--- src/common/cache_pkg.sv ---
// Cache shared types
package cache_pkg;

	// ------------------------------------------------------------------------
	// geometry
	// ------------------------------------------------------------------------
	localparam int unsigned WORD_W         = 32;
	localparam int unsigned WORDS_PER_LINE = 4;
	localparam int unsigned LINE_W         = WORD_W * WORDS_PER_LINE; // 128 bit line
	localparam int unsigned ADDR_W         = 30;                       // word address
	localparam int unsigned OFFSET_W       = 2;                        // word in line
	localparam int unsigned INDEX_W        = 3;
	localparam int unsigned NUM_LINES      = 1 << INDEX_W;             // 8 lines
	localparam int unsigned TAG_W          = ADDR_W - INDEX_W - OFFSET_W; // 25
	localparam int unsigned LINE_ADDR_W    = ADDR_W - OFFSET_W;        // tag + index, 28

	// word address split, msb first
	typedef struct packed {
		logic [TAG_W-1:0]    tag;
		logic [INDEX_W-1:0]  index;
		logic [OFFSET_W-1:0] offset;
	} word_addr_t;

	// processor request, held while stalled
	typedef struct packed {
		logic              read;
		logic              write;
		word_addr_t        addr;
		logic [WORD_W-1:0] wdata;
	} proc_req_t;

	// line request towards slow memory
	typedef struct packed {
		logic                   read;
		logic                   write;
		logic [LINE_ADDR_W-1:0] addr;
		logic [LINE_W-1:0]      wdata;
	} mem_req_t;

	// one cache entry
	typedef struct packed {
		logic              valid;
		logic              dirty;
		logic [TAG_W-1:0]  tag;
		logic [LINE_W-1:0] data;
	} line_t;

	// miss controller states
	typedef enum logic [1:0] {
		ST_COMPARE    = 2'd0, // tag check, hits served here
		ST_WRITE_BACK = 2'd1, // dirty victim out to memory
		ST_ALLOCATE   = 2'd2  // new line in from memory
	} cache_state_e;

endpackage

--- src/rtl/cache/cache_ctrl.sv ---
// Cache miss controller
`timescale 1ns/1ps

module cache_ctrl (
	input  logic                    clk,
	input  logic                    proc_reset,
	input  cache_pkg::proc_req_t    proc_req,
	input  logic                    hit,
	input  cache_pkg::line_t        victim,
	input  logic                    mem_done,   // accepted memory response
	output cache_pkg::cache_state_e state,
	output logic                    line_fill,
	output logic                    line_clean,
	output logic                    proc_stall
);

	cache_pkg::cache_state_e state_q;
	cache_pkg::cache_state_e state_d;
	logic                    req_active;
	logic                    miss;

	assign req_active = proc_req.read || proc_req.write;
	assign miss       = req_active && !hit;

	// ------------------------------------------------------------------------
	// next state
	// ------------------------------------------------------------------------
	always_comb begin
		state_d = state_q; // hold while memory is slow
		case (state_q)
			cache_pkg::ST_COMPARE: begin
				if (miss) begin
					// dirty victim goes out before the new line comes in
					if (victim.valid && victim.dirty) begin
						state_d = cache_pkg::ST_WRITE_BACK;
					end else begin
						state_d = cache_pkg::ST_ALLOCATE;
					end
				end
			end
			cache_pkg::ST_WRITE_BACK: begin
				if (mem_done) begin
					state_d = cache_pkg::ST_ALLOCATE;
				end
			end
			cache_pkg::ST_ALLOCATE: begin
				if (mem_done) begin
					state_d = cache_pkg::ST_COMPARE; // request hits there
				end
			end
			default: state_d = cache_pkg::ST_COMPARE; // unused code
		endcase
	end

	always_ff @(posedge clk) begin
		if (proc_reset) begin
			state_q <= cache_pkg::ST_COMPARE;
		end else begin
			state_q <= state_d;
		end
	end

	assign state      = state_q;
	assign line_clean = (state_q == cache_pkg::ST_WRITE_BACK) && mem_done;
	assign line_fill  = (state_q == cache_pkg::ST_ALLOCATE) && mem_done;

	// stall rises in the request cycle of a miss
	assign proc_stall = (state_q != cache_pkg::ST_COMPARE) || miss;

	// processor must hold its request until stall drops
	a_req_stable: assert property (
		@(posedge clk) disable iff (proc_reset)
		proc_stall |=> $stable(proc_req)
	) else $error("processor request changed while stalled");

endmodule

--- src/rtl/cache/cache_store.sv ---
// Cache line store
`timescale 1ns/1ps

module cache_store (
	input  logic                         clk,
	input  logic                         proc_reset,
	input  cache_pkg::proc_req_t         proc_req,
	input  cache_pkg::cache_state_e      state,
	input  logic                         line_fill,  // load line from memory
	input  logic                         line_clean, // victim written back
	input  logic [cache_pkg::LINE_W-1:0] mem_rdata,
	output logic                         hit,
	output cache_pkg::line_t             victim,     // entry at request index
	output logic [cache_pkg::WORD_W-1:0] proc_rdata
);

	// ------------------------------------------------------------------------
	// arrays
	// ------------------------------------------------------------------------
	logic [cache_pkg::NUM_LINES-1:0] valid_q;
	logic [cache_pkg::NUM_LINES-1:0] dirty_q;
	logic [cache_pkg::TAG_W-1:0]     tag_q  [cache_pkg::NUM_LINES];
	logic [cache_pkg::LINE_W-1:0]    data_q [cache_pkg::NUM_LINES];

	logic [cache_pkg::INDEX_W-1:0]   idx;
	logic [cache_pkg::OFFSET_W-1:0]  off;
	logic                            wr_hit;

	assign idx = proc_req.addr.index;
	assign off = proc_req.addr.offset;

	// ------------------------------------------------------------------------
	// lookup
	// ------------------------------------------------------------------------
	always_comb begin
		victim.valid = valid_q[idx];
		victim.dirty = dirty_q[idx];
		victim.tag   = tag_q[idx];
		victim.data  = data_q[idx];
	end

	assign hit = victim.valid && (victim.tag == proc_req.addr.tag);

	// word select, valid same cycle on a read hit
	assign proc_rdata = victim.data[off*cache_pkg::WORD_W +: cache_pkg::WORD_W];

	// write hits only land in compare
	assign wr_hit = (state == cache_pkg::ST_COMPARE) && proc_req.write && hit;

	// ------------------------------------------------------------------------
	// line status
	// ------------------------------------------------------------------------
	always_ff @(posedge clk) begin
		if (proc_reset) begin
			valid_q <= '0; // every line invalid
			dirty_q <= '0;
		end else if (line_fill) begin
			valid_q[idx] <= 1'b1;
			dirty_q[idx] <= 1'b0; // fresh copy matches memory
		end else if (line_clean) begin
			dirty_q[idx] <= 1'b0;
		end else if (wr_hit) begin
			dirty_q[idx] <= 1'b1;
		end
	end

	// tag and data payload
	always_ff @(posedge clk) begin
		if (line_fill) begin
			tag_q[idx]  <= proc_req.addr.tag;
			data_q[idx] <= mem_rdata;
		end else if (wr_hit) begin
			data_q[idx][off*cache_pkg::WORD_W +: cache_pkg::WORD_W] <= proc_req.wdata;
		end
	end

	// controller never fills and cleans the same line in one cycle
	a_fill_clean_excl: assert property (
		@(posedge clk) disable iff (proc_reset)
		!(line_fill && line_clean)
	) else $error("line fill and line clean in the same cycle");

endmodule

--- src/rtl/cache/mem_port.sv ---
// Cache memory port
`timescale 1ns/1ps

module mem_port (
	input  logic                    clk,
	input  logic                    proc_reset,
	input  cache_pkg::cache_state_e state,
	input  cache_pkg::proc_req_t    proc_req,
	input  cache_pkg::line_t        victim,
	input  logic                    mem_ready,
	output cache_pkg::mem_req_t     mem_req,
	output logic                    mem_done  // one pulse per response
);

	logic guard_q;  // cycle after an accepted ready
	logic busy;     // transfer in progress, strobe owned
	logic in_wb;
	logic in_alloc;

	// ------------------------------------------------------------------------
	// response guard
	// ------------------------------------------------------------------------
	// memory may keep ready up one cycle past the strobe, so that cycle is
	// masked and cannot complete the next transfer
	assign busy     = (state != cache_pkg::ST_COMPARE) && !guard_q;
	assign mem_done = busy && mem_ready;

	always_ff @(posedge clk) begin
		if (proc_reset) begin
			guard_q <= 1'b0;
		end else begin
			guard_q <= mem_done;
		end
	end

	// ------------------------------------------------------------------------
	// strobes, address, write data
	// ------------------------------------------------------------------------
	assign in_wb    = (state == cache_pkg::ST_WRITE_BACK);
	assign in_alloc = (state == cache_pkg::ST_ALLOCATE);

	always_comb begin
		// strobe drops as soon as the ready is taken
		mem_req.write = in_wb && busy && !mem_ready;
		mem_req.read  = in_alloc && busy && !mem_ready;
		if (in_wb) begin
			mem_req.addr  = {victim.tag, proc_req.addr.index}; // old line home
			mem_req.wdata = victim.data;
		end else begin
			mem_req.addr  = {proc_req.addr.tag, proc_req.addr.index};
			mem_req.wdata = '0; // quiet bus outside write-back
		end
	end

	a_strobe_excl: assert property (
		@(posedge clk) disable iff (proc_reset)
		!(mem_req.read && mem_req.write)
	) else $error("memory read and write strobes both high");

endmodule

--- src/rtl/dm_cache.sv ---
// Direct mapped write-back cache
`timescale 1ns/1ps

module dm_cache (
	input  logic                         clk,
	input  logic                         proc_reset,
	// processor side
	input  cache_pkg::proc_req_t         proc_req,
	output logic [cache_pkg::WORD_W-1:0] proc_rdata,
	output logic                         proc_stall,
	// memory side, whole lines
	output cache_pkg::mem_req_t          mem_req,
	input  logic [cache_pkg::LINE_W-1:0] mem_rdata,
	input  logic                         mem_ready
);

	logic                    hit;
	cache_pkg::line_t        victim;
	cache_pkg::cache_state_e state;
	logic                    line_fill;
	logic                    line_clean;
	logic                    mem_done;

	// ------------------------------------------------------------------------
	// input side, tag and data arrays
	// ------------------------------------------------------------------------
	cache_store store_i (
		.clk        (clk),
		.proc_reset (proc_reset),
		.proc_req   (proc_req),
		.state      (state),
		.line_fill  (line_fill),
		.line_clean (line_clean),
		.mem_rdata  (mem_rdata),
		.hit        (hit),
		.victim     (victim),
		.proc_rdata (proc_rdata)
	);

	// miss sequencing
	cache_ctrl ctrl_i (
		.clk        (clk),
		.proc_reset (proc_reset),
		.proc_req   (proc_req),
		.hit        (hit),
		.victim     (victim),
		.mem_done   (mem_done),
		.state      (state),
		.line_fill  (line_fill),
		.line_clean (line_clean),
		.proc_stall (proc_stall)
	);

	// output side towards slow memory
	mem_port port_i (
		.clk        (clk),
		.proc_reset (proc_reset),
		.state      (state),
		.proc_req   (proc_req),
		.victim     (victim),
		.mem_ready  (mem_ready),
		.mem_req    (mem_req),
		.mem_done   (mem_done)
	);

endmodule

--- config.mk ---
export PLATFORM = sky130hd
export DESIGN_NAME = dm_cache
export DESIGN_NICKNAME = d
export VERILOG_FILES = /design/src/common/cache_pkg.sv /design/src/rtl/cache/cache_ctrl.sv /design/src/rtl/cache/cache_store.sv /design/src/rtl/cache/mem_port.sv /design/src/rtl/dm_cache.sv
export SDC_FILE = /design/constraint.sdc
export NUM_CORES = 1
export LEC_CHECK = 0
export BUFFER_PORTS_ARGS = -buffer_cell sky130_fd_sc_hd__buf_4
export CAP_MARGIN = 20
export CORE_MARGIN = 2
export CORE_UTILIZATION = 40
export CTS_CLUSTER_DIAMETER = 100
export DETAILED_ROUTE_END_ITERATION = 8
export PLACE_DENSITY = 0.65
export SKIP_CTS_REPAIR_TIMING = 1
export SYNTH_ARGS = -nofsm -noshare
export SYNTH_HDL_FRONTEND = slang
export SYNTH_SLANG_ARGS = --single-unit
--- constraint.sdc ---
create_clock -name clk -period 6.61 [get_ports clk]
set_input_delay 0.661 -clock clk [delete_from_list [all_inputs] [get_ports clk]]
set_output_delay 0.661 -clock clk [all_outputs]
set_load 0.03 [all_outputs]
==> results.rst <==
.. list-table::
   :header-rows: 1

   * - Metric
     - Value
   * - Clock network fraction of total power
     - 39.5%
   * - Worst reg-to-reg path cell count
     - 9
   * - Worst supply voltage drop on vdd
     - 0.000229 V
   * - Max-cap violations
     - 0
   * - Cell occurring most often along the worst timing path
     - buf_4
   * - Clock Skews
     - 0.0862 ns
   * - Wire length of the first global-routing pass
     - 239000 um
   * - Primary flip-flop cell chosen by synthesis mapping
     - edfxtp_1
   * - End point of the worst hold path
     - store_i.tag_q[3][24]
   * - Hold Path Class
     - in2reg
   * - Via count
     - 32300
   * - Die extent in x
     - 359 um
   * - Port Buffer Count
     - 385
   * - Result of the run
     - complete, no violations
   * - Nets
     - 3754
   * - Final standard cell area without fillers
     - 59600 sq um
   * - Type of element capturing the critical path
     - output pin
   * - Min Clock Period, post-route
     - 5.36 ns
   * - Nature of the critical path startpoint
     - primary input
   * - Initial core utilization
     - 40.2%
   * - CP Buf/Inv Count
     - 4
   * - Remaining global-route overflow
     - 0
   * - Slew Viols, Final
     - 0
   * - Area delta synth->final
     - 18.5%
   * - Hold Path Depth
     - 1
   * - Count of antenna-violating nets left after detailed routing
     - 0
   * - Commonest cells after routing, fill and taps aside
     - edfxtp_1, buf_4, a22oi_1
   * - First-pass iteration count of the detailed router
     - 6
   * - P_int
     - 0.0128 W
   * - Total power consumption of the routed design
     - 0.0167 W
   * - CTS Root Buffer Type
     - clkbuf_16
   * - Biggest area contributors in the synthesized netlist
     - edfxtp_1, a22oi_1, mux2i_1, mux4_2, nand2_1
   * - Max frequency
     - 187 MHz
   * - Number of antenna violations at the first check in global routing
     - 9
   * - Vert. Die Dim
     - 359 um
   * - DRC violation total after the first TritonRoute iteration
     - 4579
   * - Worst Setup Slack post-DPL
     - 1.08 ns
   * - Number of sinks handled by clock tree synthesis
     - 1243
   * - Placement row count
     - 130
   * - Slew Limit Headroom
     - 16.4%
   * - Drt via density
     - 6.08
   * - Number of distinct library cell variants in the gate-level netlist after synthesis
     - 57
   * - Number of enable-type register cells in the synthesized netlist
     - 1224
   * - Source of the worst hold timing path
     - proc_req[61]
   * - Placeable core region
     - 125000 sq um
   * - Clock slew seen by the registers of the worst setup and hold paths
     - 0.06 ns
   * - Worst EP required
     - 5.95 ns
   * - Post-route clock period utilization
     - 81.1%
   * - Commonest non-fill, non-tap cell in the layout
     - edfxtp_1
   * - Met3 Track Usage GR
     - 5.48%
   * - Vias in the first global route
     - 30200
   * - GRT met2 Usage
     - 41.6%
   * - Area after DPL
     - 55800 sq um
   * - Static Leak
     - 19.9 nW
   * - Category of the most critical setup path
     - in2out
   * - Logic depth of the worst path, buffers included
     - 12
   * - Post-synthesis sequential element count
     - 1243
   * - Global route hottest layer
     - met2
   * - Kind of cell with the highest combined delay on the critical path
     - simple AND/OR/NAND/NOR gates
   * - Power density over the cells
     - 280 nW/um^2
   * - Total number of H-tree levels
     - 3
   * - Critical R2R Capture
     - store_i.data_q[0][114]
   * - Maximum fanout along the worst path
     - 72
   * - Register share of total power
     - 52.5%
   * - Global placer's final weighted congestion
     - 0.871
   * - DRC viols
     - 0
   * - Setup repair after global routing missed its margin
     - false
   * - Number of hold violations in the final report
     - 0
   * - Layout cell share with drive strength beyond 1
     - 23.5%
   * - Switching power summed over all nets
     - 0.00391 W
   * - Sequential share of the synthesized area
     - 73.8%
   * - Average size of a mapped cell
     - 16.1 sq um
   * - Maximum cell stage delay along the critical path
     - 0.81 ns
   * - Total clock buffers created by CTS
     - 117
   * - Reg-to-reg slack, setup
     - 2.15 ns
   * - Post-detailed-route wirelength per cell
     - 33.0 um
   * - Overall fraction of global-route tracks in use
     - 26.6%
   * - Met1 capacity usage during global routing
     - 36.4%
   * - Post-synth net total
     - 3323
   * - Clock latency at the later pin of the worst-skew pair
     - 0.75 ns
   * - Worst R2R Start
     - store_i.tag_q[7][23]
   * - Slowest cell on the critical path
     - nor2_4
   * - Net Sw Frac
     - 23.5%
   * - Final worst setup slack
     - 1.25 ns
   * - Detailed placer's ending HPWL
     - 114000 um
   * - Dominant cell type by area after synthesis
     - edfxtp_1
   * - Gate count of the mapped netlist
     - 3123
   * - Floorplan die area
     - 129000 sq um
   * - Pin count of the biggest net entering global routing
     - 103
   * - Setup violators final
     - 0
   * - Total Negative Setup Slacks
     - 0 ns
   * - Arrival time at the worst endpoint
     - 4.70 ns
   * - I/O pin total
     - 386
   * - CTS tree
     - built
   * - Worst path cell trace
     - buf_6 -> nand2b_1 -> buf_4 -> nor2_4 -> buf_4 -> a22o_1 -> a221oi_1 -> and3_1 -> nand2_1 -> o21ai_0 -> o21ai_0 -> buf_4
   * - Number of buffers on the longest clock path
     - 3
   * - Total Wirelength
     - 175000 um
   * - Area share of the largest cell type after synthesis
     - 73.1%
   * - Proportion of power drawn by combinational gates
     - 8.0%
   * - Count of yosys warnings during synthesis
     - 0
   * - Netlist Area Pre-Place
     - 50300 sq um
   * - Proportion of register bits with asynchronous set or reset after synthesis
     - 0%
   * - Transition time of the tightest slew-check pin
     - 1.25 ns
-- power groups by stage --
stage          logic (W)  registers [W]  clock network [W]
2_1_floorplan   0.000635        0.00892                  0
3_3_place_gp     0.00131        0.00892                  0
3_5_place_dp     0.00132        0.00892                  0
4_1_cts          0.00132        0.00876            0.00660
5_1_grt          0.00138        0.00876            0.00690
6_report         0.00134        0.00876            0.00659
-- worst reg2reg max path, cell delays in order, from the launching register on --
cell and delay [ns]:
edfxtp_1 0.36, mux2_2 0.28, a221o_1 0.30, a222oi_1 0.35, xnor2_1 0.11, or4_4 0.58, nor4_4 0.48, and4_4 0.73
o21a_2 0.71, buf_12 0.28
-- kinds of logic (layout without fill, tap and decap cells) --
family / after synthesis / after routing / share of synthesized area, %
mux: 321 / 321 / 7.82
buf+inv: 348 / 879 / 3.09
other cells: 0 / 4 / 0
compound gates: 674 / 674 / 9.88
fa+ha+maj: 5 / 5 / 0.124
simple gates: 522 / 522 / 5.08
xor+xnor: 10 / 10 / 0.174
flops: 1243 / 1243 / 73.8
-- layout make-up --
cell class | count | area, sq um
Multi-Input combinational cell | 1532 | 11800
Timing Repair Buffer | 525 | 4350
Clock buffer | 149 | 3080
Antenna cell | 4 | 10.0
Clock inverter | 70 | 664
Tap cell | 1650 | 2060
Sequential cell | 1243 | 37100
Fill cell | 10600 | 65700
Inverter | 135 | 507
-- registers in the layout (all words and copies together) (netlist names), named ones only --
register and flops:
store_i.valid_q 8, port_i.guard_q 1, store_i.data_q 1024, store_i.tag_q 200, ctrl_i.state 2
-- worst max path at each step --
stage,end,start,slack (ns)
after CTS,mem_req[17],proc_req[35],1.26
after detailed placement,store_i.data_q[0][102],proc_req[34],1.08
final,proc_rdata[11],proc_req[35],1.25
after global routing,proc_rdata[11],proc_req[35],1.21
after floorplan,store_i.tag_q[4][0],proc_req[35],2.06
after global placement,store_i.data_q[0][114],proc_req[34],1.15
-- cell usage after synthesis, drive strengths merged (19+ instances only) --
cell type,n
a221oi,61
dfxtp,19
nor2b,92
nor2,58
o21a,40
mux2i,209
o22ai,24
edfxtp,1224
buf,69
clkbuf,144
o21ai,63
mux2,61
a22oi,346
nor3,27
a31oi,23
nand4,70
a21oi,23
a22o,35
inv,134
nand3,26
mux4,51
nand2,217
-- per-layer routing --
layer  vias up  part of all wire (%)
li1      13300                     -
met1     16300                    37
met2      2359                    46
met3       316                    12
met4         8                   4.5
met5         -                 0.027
-- stage by stage --
step                utilization (%)  hold WS (ns)  cells
CTS                            47.6         0.189   5303
finish                         47.6         0.222   5308
detailed placement             44.6         0.459   5084
floorplan                         -         0.435   3123
global placement               44.5         0.444   5082
global route                   47.6         0.216   5304
(Power assumes the default switching activity.)
